--- src/hw/cpu_config.svh ---
`ifndef CPU_CONFIG_SVH
`define CPU_CONFIG_SVH

// register, data and address width
`define CPU_DATA_W 16

// one fetched instruction word, opcode in the low byte
`define CPU_INSN_W 24

// x, y and z
`define CPU_NUM_REGS 3

// first fetch address after reset
`define CPU_RESET_PC 16'h4000

`endif

--- src/hw/cpu_pkg.sv ---
package cpu_pkg;

	typedef enum logic [7:0] {
		NOP         = 8'h00,
		LD_XL_IMMD  = 8'h01,
		ADD_XL_IMMD = 8'h02,
		SUB_XL_IMMD = 8'h03,
		AND_XL_IMMD = 8'h04,
		OR_XL_IMMD  = 8'h05,
		XOR_XL_IMMD = 8'h06,
		CP_XL_IMMD  = 8'h07,
		LDW_Y_IMMD  = 8'h08,
		LDW_X_Y     = 8'h09,
		LDW_Z_Y     = 8'h0A,
		ADDW_Y_X    = 8'h0B,
		JR_D        = 8'h0C,
		JRZ_D       = 8'h0D,
		JRNZ_D      = 8'h0E,
		JRC_D       = 8'h0F,
		LD_DIR_XL   = 8'h10,
		LDW_DIR_Y   = 8'h11,
		TRAP        = 8'h12
	} opcode_t;

	typedef enum logic [3:0] {
		PASS_IMM, ADD, SUB, AND, OR, XOR, PASS_Y, ADDW, NONE
	} alu_op_t;

	typedef enum logic [1:0] {
		REG_X = 2'd0,
		REG_Y = 2'd1,
		REG_Z = 2'd2
	} reg_sel_t;

	typedef struct packed {
		logic c;
		logic z;
		logic n;
	} flags_t;

	typedef enum logic [2:0] {
		BR_NONE, BR_ALWAYS, BR_Z, BR_NZ, BR_C
	} branch_t;

endpackage

--- src/hw/cpu_ifs.sv ---
`timescale 1ns/1ps
`include "cpu_config.svh"

// control fields of the instruction in flight
interface decode_if;
	cpu_pkg::alu_op_t alu_op;
	logic [`CPU_DATA_W-1:0] imm;
	cpu_pkg::reg_sel_t dst;
	logic [1:0] wr_en;
	cpu_pkg::flags_t flag_upd;
	cpu_pkg::branch_t branch;
	logic [1:0] length;
	logic [1:0] store_en;
	logic halt;

	modport decoder (output alu_op, imm, dst, wr_en, flag_upd, branch, length, store_en, halt);
	modport execute (input alu_op, imm, dst, wr_en, flag_upd, store_en);
	modport sequencer (input imm, branch, length, halt);
endinterface

// what the execute stage commits at the next edge
interface exec_result_if;
	logic [`CPU_DATA_W-1:0] result;
	cpu_pkg::reg_sel_t dst;
	logic [1:0] wr_en;
	cpu_pkg::flags_t next_flags;
	logic [1:0] st_en;
	logic [`CPU_DATA_W-1:0] st_addr;
	logic [`CPU_DATA_W-1:0] st_data;

	modport execute (output result, dst, wr_en, next_flags, st_en, st_addr, st_data);
	modport writeback (input result, dst, wr_en, next_flags, st_en, st_addr, st_data);
endinterface

--- src/hw/alu_exec.sv ---
`timescale 1ns/1ps
`include "cpu_config.svh"

module alu_exec (
	input logic reset,
	decode_if.execute dec,
	input logic [`CPU_DATA_W-1:0] x,
	input logic [`CPU_DATA_W-1:0] y,
	input logic [`CPU_DATA_W-1:0] z,
	input cpu_pkg::flags_t flags,
	exec_result_if.execute res
);
	logic [`CPU_DATA_W-1:0] acc;
	logic [`CPU_DATA_W-1:0] result;
	logic carry;
	logic word_op;
	logic zero;
	logic neg;

	// accumulator is whatever register the op targets
	always_comb
	begin
		case (dec.dst)
			cpu_pkg::REG_Y: acc = y;
			cpu_pkg::REG_Z: acc = z;
			default: acc = x;
		endcase
	end

	always_comb
	begin
		result = acc;
		carry = flags.c;
		case (dec.alu_op)
			cpu_pkg::PASS_IMM: result = dec.imm;
			cpu_pkg::ADD: {carry, result[7:0]} = {1'b0, acc[7:0]} + {1'b0, dec.imm[7:0]};
			// bit 8 of the difference is the borrow
			cpu_pkg::SUB: {carry, result[7:0]} = {1'b0, acc[7:0]} - {1'b0, dec.imm[7:0]};
			cpu_pkg::AND: result[7:0] = acc[7:0] & dec.imm[7:0];
			cpu_pkg::OR: result[7:0] = acc[7:0] | dec.imm[7:0];
			cpu_pkg::XOR: result[7:0] = acc[7:0] ^ dec.imm[7:0];
			cpu_pkg::PASS_Y: result = y;
			cpu_pkg::ADDW: {carry, result} = {1'b0, acc} + {1'b0, x};
			default: result = acc;
		endcase
	end

	assign word_op = (dec.alu_op == cpu_pkg::ADDW);
	assign zero = word_op ? (result == '0) : (result[7:0] == 8'h00);
	assign neg = word_op ? result[`CPU_DATA_W-1] : result[7];

	assign res.next_flags.c = dec.flag_upd.c ? carry : flags.c;
	assign res.next_flags.z = dec.flag_upd.z ? zero : flags.z;
	assign res.next_flags.n = dec.flag_upd.n ? neg : flags.n;

	assign res.result = result;
	assign res.dst = dec.dst;
	assign res.wr_en = reset ? 2'b00 : dec.wr_en;

	// direct address from the immediate word
	assign res.st_en = reset ? 2'b00 : dec.store_en;
	assign res.st_addr = dec.imm;
	assign res.st_data = dec.store_en[1] ? y : x;
endmodule

--- src/hw/cpu_top.sv ---
`timescale 1ns/1ps
`include "cpu_config.svh"

module cpu_top (
	input logic clk,
	input logic reset,
	output logic [`CPU_DATA_W-1:0] iread_addr,
	input logic [`CPU_INSN_W-1:0] iread_data,
	output logic [`CPU_DATA_W-1:0] dwrite_addr,
	output logic [`CPU_DATA_W-1:0] dwrite_data,
	output logic [1:0] dwrite_en,
	output logic trap
);
	logic [`CPU_DATA_W-1:0] x;
	logic [`CPU_DATA_W-1:0] y;
	logic [`CPU_DATA_W-1:0] z;
	cpu_pkg::flags_t flags;

	decode_if dec ();
	exec_result_if res ();

	insn_decode i_insn_decode (
		.insn (iread_data),
		.dec  (dec.decoder)
	);

	alu_exec i_alu_exec (
		.reset (reset),
		.dec   (dec.execute),
		.x     (x),
		.y     (y),
		.z     (z),
		.flags (flags),
		.res   (res.execute)
	);

	reg_writeback i_reg_writeback (
		.clk         (clk),
		.reset       (reset),
		.res         (res.writeback),
		.x           (x),
		.y           (y),
		.z           (z),
		.flags       (flags),
		.dwrite_addr (dwrite_addr),
		.dwrite_data (dwrite_data),
		.dwrite_en   (dwrite_en)
	);

	// fetch address is the pc itself
	pc_sequencer i_pc_sequencer (
		.clk   (clk),
		.reset (reset),
		.dec   (dec.sequencer),
		.flags (flags),
		.pc    (iread_addr),
		.trap  (trap)
	);
endmodule

--- src/hw/insn_decode.sv ---
`timescale 1ns/1ps
`include "cpu_config.svh"

module insn_decode (
	input logic [`CPU_INSN_W-1:0] insn,
	decode_if.decoder dec
);
	cpu_pkg::opcode_t opcode;

	assign opcode = cpu_pkg::opcode_t'(insn[7:0]);
	// bytes 1 and 2, little-endian
	assign dec.imm = insn[23:8];

	always_comb
	begin
		dec.alu_op = cpu_pkg::NONE;
		dec.dst = cpu_pkg::REG_X;
		dec.wr_en = 2'b00;
		dec.flag_upd = '0;
		dec.branch = cpu_pkg::BR_NONE;
		dec.length = 2'd1;
		dec.store_en = 2'b00;
		dec.halt = 1'b0;

		case (opcode)
			cpu_pkg::LD_XL_IMMD:
			begin
				dec.alu_op = cpu_pkg::PASS_IMM;
				dec.wr_en = 2'b01;
				dec.length = 2'd2;
			end
			cpu_pkg::ADD_XL_IMMD, cpu_pkg::SUB_XL_IMMD, cpu_pkg::CP_XL_IMMD:
			begin
				dec.alu_op = (opcode == cpu_pkg::ADD_XL_IMMD) ? cpu_pkg::ADD : cpu_pkg::SUB;
				// cp only sets flags
				dec.wr_en = (opcode == cpu_pkg::CP_XL_IMMD) ? 2'b00 : 2'b01;
				dec.flag_upd = '{c: 1'b1, z: 1'b1, n: 1'b1};
				dec.length = 2'd2;
			end
			cpu_pkg::AND_XL_IMMD, cpu_pkg::OR_XL_IMMD, cpu_pkg::XOR_XL_IMMD:
			begin
				dec.alu_op = (opcode == cpu_pkg::AND_XL_IMMD) ? cpu_pkg::AND :
					(opcode == cpu_pkg::OR_XL_IMMD) ? cpu_pkg::OR : cpu_pkg::XOR;
				dec.wr_en = 2'b01;
				// logic ops keep carry
				dec.flag_upd = '{c: 1'b0, z: 1'b1, n: 1'b1};
				dec.length = 2'd2;
			end
			cpu_pkg::LDW_Y_IMMD:
			begin
				dec.alu_op = cpu_pkg::PASS_IMM;
				dec.dst = cpu_pkg::REG_Y;
				dec.wr_en = 2'b11;
				dec.length = 2'd3;
			end
			cpu_pkg::LDW_X_Y, cpu_pkg::LDW_Z_Y:
			begin
				dec.alu_op = cpu_pkg::PASS_Y;
				dec.dst = (opcode == cpu_pkg::LDW_X_Y) ? cpu_pkg::REG_X : cpu_pkg::REG_Z;
				dec.wr_en = 2'b11;
			end
			cpu_pkg::ADDW_Y_X:
			begin
				dec.alu_op = cpu_pkg::ADDW;
				dec.dst = cpu_pkg::REG_Y;
				dec.wr_en = 2'b11;
				dec.flag_upd = '{c: 1'b1, z: 1'b1, n: 1'b1};
			end
			cpu_pkg::JR_D, cpu_pkg::JRZ_D, cpu_pkg::JRNZ_D, cpu_pkg::JRC_D:
			begin
				dec.branch = (opcode == cpu_pkg::JR_D) ? cpu_pkg::BR_ALWAYS :
					(opcode == cpu_pkg::JRZ_D) ? cpu_pkg::BR_Z :
					(opcode == cpu_pkg::JRNZ_D) ? cpu_pkg::BR_NZ : cpu_pkg::BR_C;
				dec.length = 2'd2;
			end
			cpu_pkg::LD_DIR_XL, cpu_pkg::LDW_DIR_Y:
			begin
				dec.store_en = (opcode == cpu_pkg::LD_DIR_XL) ? 2'b01 : 2'b11;
				dec.length = 2'd3;
			end
			cpu_pkg::TRAP:
				dec.halt = 1'b1;
			default:
				dec.alu_op = cpu_pkg::NONE;
		endcase
	end
endmodule

--- src/hw/pc_sequencer.sv ---
`timescale 1ns/1ps
`include "cpu_config.svh"

module pc_sequencer (
	input logic clk,
	input logic reset,
	decode_if.sequencer dec,
	input cpu_pkg::flags_t flags,
	output logic [`CPU_DATA_W-1:0] pc,
	output logic trap
);
	logic taken;
	logic [`CPU_DATA_W-1:0] offset;

	always_comb
	begin
		case (dec.branch)
			cpu_pkg::BR_ALWAYS: taken = 1'b1;
			cpu_pkg::BR_Z: taken = flags.z;
			cpu_pkg::BR_NZ: taken = !flags.z;
			cpu_pkg::BR_C: taken = flags.c;
			default: taken = 1'b0;
		endcase
	end

	// signed displacement from the jump's own address
	assign offset = {{(`CPU_DATA_W-8){dec.imm[7]}}, dec.imm[7:0]};

	always_ff @(posedge clk)
	begin
		if (reset)
			pc <= `CPU_RESET_PC;
		else if (taken)
			pc <= pc + offset;
		else if (!dec.halt)
			pc <= pc + {{(`CPU_DATA_W-2){1'b0}}, dec.length};
	end

	assign trap = dec.halt && !reset;
endmodule

--- src/hw/reg_writeback.sv ---
`timescale 1ns/1ps
`include "cpu_config.svh"

module reg_writeback (
	input logic clk,
	input logic reset,
	exec_result_if.writeback res,
	output logic [`CPU_DATA_W-1:0] x,
	output logic [`CPU_DATA_W-1:0] y,
	output logic [`CPU_DATA_W-1:0] z,
	output cpu_pkg::flags_t flags,
	output logic [`CPU_DATA_W-1:0] dwrite_addr,
	output logic [`CPU_DATA_W-1:0] dwrite_data,
	output logic [1:0] dwrite_en
);
	logic [`CPU_DATA_W-1:0] regs [`CPU_NUM_REGS];

	assign x = regs[cpu_pkg::REG_X];
	assign y = regs[cpu_pkg::REG_Y];
	assign z = regs[cpu_pkg::REG_Z];

	// per-byte write, strobes already masked in reset
	always_ff @(posedge clk)
	begin
		if (res.wr_en[0])
			regs[res.dst][7:0] <= res.result[7:0];
		if (res.wr_en[1])
			regs[res.dst][`CPU_DATA_W-1:8] <= res.result[`CPU_DATA_W-1:8];
	end

	always_ff @(posedge clk)
	begin
		if (reset)
			flags <= '0;
		else
			flags <= res.next_flags;
	end

	assign dwrite_addr = res.st_addr;
	assign dwrite_data = res.st_data;
	assign dwrite_en = res.st_en;
endmodule

--- config.mk ---
export PLATFORM = sky130hd
export DESIGN_NAME = cpu_top
export DESIGN_NICKNAME = d
export VERILOG_FILES = /design/src/hw/cpu_pkg.sv /design/src/hw/cpu_ifs.sv /design/src/hw/alu_exec.sv /design/src/hw/cpu_top.sv /design/src/hw/insn_decode.sv /design/src/hw/pc_sequencer.sv /design/src/hw/reg_writeback.sv
export VERILOG_INCLUDE_DIRS = /design/src /design/src/hw
export SDC_FILE = /design/constraint.sdc
export NUM_CORES = 1
export LEC_CHECK = 0
export ABC_AREA = 1
export BUFFER_PORTS_ARGS = -buffer_cell sky130_fd_sc_hd__buf_2
export CAP_MARGIN = 5
export CORE_MARGIN = 4
export CORE_UTILIZATION = 55
export DETAILED_ROUTE_END_ITERATION = 6
export PLACE_DENSITY = 0.75
export SETUP_SLACK_MARGIN = 0.4
export SYNTH_ARGS = -nofsm -noshare
export SYNTH_HDL_FRONTEND = slang
export SYNTH_SLANG_ARGS = --single-unit
--- constraint.sdc ---
create_clock -name clk -period 8.85 [get_ports clk]
set_clock_uncertainty 0.1 [all_clocks]
set_input_delay 1.77 -clock clk [delete_from_list [all_inputs] [get_ports clk]]
set_output_delay 1.77 -clock clk [all_outputs]
set_load 0.03 [all_outputs]
==> results_dict.tcl <==
set metrics [dict create \
    outcome "finished clean" \
    finalHoldViolations 0 \
    gp_congestion 0.943 \
    rows 40 \
    ctsResizeCount 0 \
    drtPass1Iterations 5 \
    synth_fp_nets 1116 \
    worst_pin_slew_ns 1.09 \
    final_common_cell "nand2_1" \
    overflow 0 \
    cts_buffers 9 \
    holdCritPathClass "flip-flop to flip-flop" \
    p_sw_mw 0.228 \
    post_synth_mux_area_share_pct 0 \
    grt_usage_pct 25.8 \
    dp_hpwl_um 14200 \
    synth_area_leaders "edfxtp_1, nand2_1, ha_1" \
    dieArea_mm2 0.0140 \
    cp-end-kind "flip-flop" \
    combPwrFrac_pct 14.4 \
    post-route-min-period_ns 6.26 \
    area_growth_pct 9.55 \
    antenna_found_initial 0 \
    critPathLaunchType "input port" \
    clk_latency_ns 0.34 \
    io_buffer_count 76 \
    setup_tns_ns 0 \
    drt_wl_total_um 18300 \
    dpl_worst_slack_ns 2.37 \
    synth.top_cell.area_share_pct 21.5 \
    peakVddDrop_mv 0.102 \
    yosys.area.top_type "edfxtp_1" \
    synth-seq-cells 66 \
    fp.dieW_um 119 \
    syn_inst 1021 \
    die_h_um 119 \
    crit_type "input port to flip-flop" \
    synthSimpleGateAreaFrac_pct 33.7 \
    cp_max_fo 31 \
    final_antenna_net_count 0 \
    dr_total_vias 6584 \
    max_freq_mhz 160 \
    clkPwrFrac_pct 44.3 \
    crit_arrival_ns 6.45 \
    drt_iter0_drc 673 \
    nNetsFinal 1168 \
    synth_xor_area_share_pct 1.69 \
    syn_area_per_cell_um2 6.58 \
    cts_setup_buffers 0 \
    h-tree-depth 3 \
    grt_pass1_vias 5928 \
    cts_tree "built" \
    synth_fa_ha_area_share_pct 13.3 \
    seq_area_frac_synth_pct 26.8 \
    cts.clk_slew.worst_paths_ns 0.06 \
    wl_per_cell_um 15.0 \
    power.internal_mw 0.588 \
    p_seq_share_pct 41.3 \
    slew-limit-headroom_pct 26.9 \
    cts.sinks 66 \
    mostFrequentLayoutCells "nand2_1, inv_1, nor2_1, buf_2, nand3_1" \
    clk_path_buf_depth 2 \
    cp.required_ns 9.03 \
    grt_setup_unrepaired "false" \
    postLayoutCoreUtil_pct 61.5 \
    maxCapViolCount 0 \
    viasPerCell 5.37 \
    pin_count 77 \
    initial_core_util_pct 56.2 \
    finalWorstSetupSlack_ns 2.59 \
    synth_warnings 0 \
    drive_gt1_share_pct 11.3 \
    slew_violations 0 \
    yosysUniqueCellTypes 42 \
    finalPower_mw 0.815 \
    core_area_mm2 0.0120 \
    setup_viol_count_final 0 \
    power_leakage_nw 4.03 \
    period_share_pct 70.8 \
    swShare_pct 27.9 \
    num_antenna_cells 0 \
    drcViolationCount 0 \
    syn_area_mm2 0.00672 \
    grt_max_degree 34 \
    synth-compound-area-share_pct 11.5 \
    synth_top_family_by_area "simple AND/OR/NAND/NOR gates" \
    cts_root_buf "clkbuf_16" \
    hold_buffers 0 \
    power.density_mw_per_mm2 111 \
    grt_pass1_wl_um 29300 \
]
cells in the mapped netlist:
master and number:
a211oi_1 2, a21boi_0 1, a21o_1 1, a21oi_1 33, a21oi_2 1, a31oi_1 2, a32oi_1 1, and2_1 3
buf_2 5, buf_4 17, buf_6 2, clkbuf_1 11, clkinv_1 3, dfxtp_1 18, edfxtp_1 48, fa_1 4
ha_1 65, inv_1 164, inv_2 6, inv_8 1, nand2_1 316, nand2_2 6, nand2_4 3, nand3_1 75
nand3b_1 2, nand4_1 11, nand4_4 1, nor2_1 90, nor2_2 2, nor2_4 7, nor3_1 8, nor3_2 1
nor3b_1 1, o211ai_1 20, o21a_1 1, o21ai_0 60, o21ai_1 1, o21bai_1 6, o22ai_1 6, or2_2 3
xnor2_1 7, xor2_1 6
cell type report:
class	count	area, µm²
sequential	66	1800
fill	1149	4600
clock buffer	9	225
timing repair buffer	76	380
multi-input combinational	746	4040
tap	147	184
inverter	174	661
clock inverter	7	68.8
critical path: stages:
cell	delay, ns
buf_2	0.11
nor2_2	0.16
nand2_4	0.14
inv_8	0.11
nand2_2	0.10
inv_1	0.10
nand2_1	0.10
inv_1	0.08
ha_1	0.24
inv_1	0.68
o21ai_0	0.43
inv_1	0.21
ha_1	0.26
inv_1	0.07
fa_1	0.42
inv_1	0.13
nand3_1	0.07
nand2_1	0.16
nand2_1	0.07
nand3_1	0.10
nand2_1	0.07
nor2_1	0.10
nand3_1	0.17
nor2_1	0.18
nand3_1	0.14
nor2_1	0.11
nand2_1	0.07
a21oi_2	0.10
stage by stage:
stage                     cells  cell area (µm²)  hold WS, ns
after global placement     1209             7070        0.404
after CTS                  1225             7360        0.416
after detailed placement   1209             7070        0.408
final                      1225             7360        0.412
after global routing       1225             7360        0.452
after floorplan            1021             6720        0.362
state kept, by name, summed over array words and instances, names as in the netlist:
| register | count |
|---|---|
| i_pc_sequencer.pc | 16 |
| i_reg_writeback.regs | 48 |
| i_reg_writeback.flags | 2 |
logic make-up after synthesis:
family | after synthesis
compound gates | 135
xor+xnor | 13
fa+ha+maj | 69
buf+inv | 209
flops | 66
simple gates | 529
final timing paths:
| check | depth (start not counted) | slack (ns) | end | start |
|---|---|---|---|---|
| worst min-delay path | 2 | 0.41 | i_pc_sequencer.pc[14] | i_pc_sequencer.pc[14] |
| worst min register to register | 2 | 0.41 | i_pc_sequencer.pc[14] | i_pc_sequencer.pc[14] |
| worst max-delay path | 28 | 2.59 | i_reg_writeback.flags[1] | iread_data[5] |
| worst max register to register | 17 | 5.33 | i_reg_writeback.flags[1] | i_reg_writeback.regs[0][1] |
metal layers:
metal / part of all wire (%) / global-route usage (%)
met2: 43 / 39.7
met3: 6.7 / 4.40
met4: 2.6 / 9.41
met5: 0 / 0
met1: 47 / 36.3
power groups by stage:
stage / combinational, mW / sequential (mW) / clock, mW
2_1_floorplan: 0.0817 / 0.347 / 0
3_3_place_gp: 0.114 / 0.343 / 0
3_5_place_dp: 0.115 / 0.343 / 0
4_1_cts: 0.116 / 0.336 / 0.362
5_1_grt: 0.131 / 0.337 / 0.378
6_report: 0.118 / 0.336 / 0.361
Power figures use the tool's default switching activity.
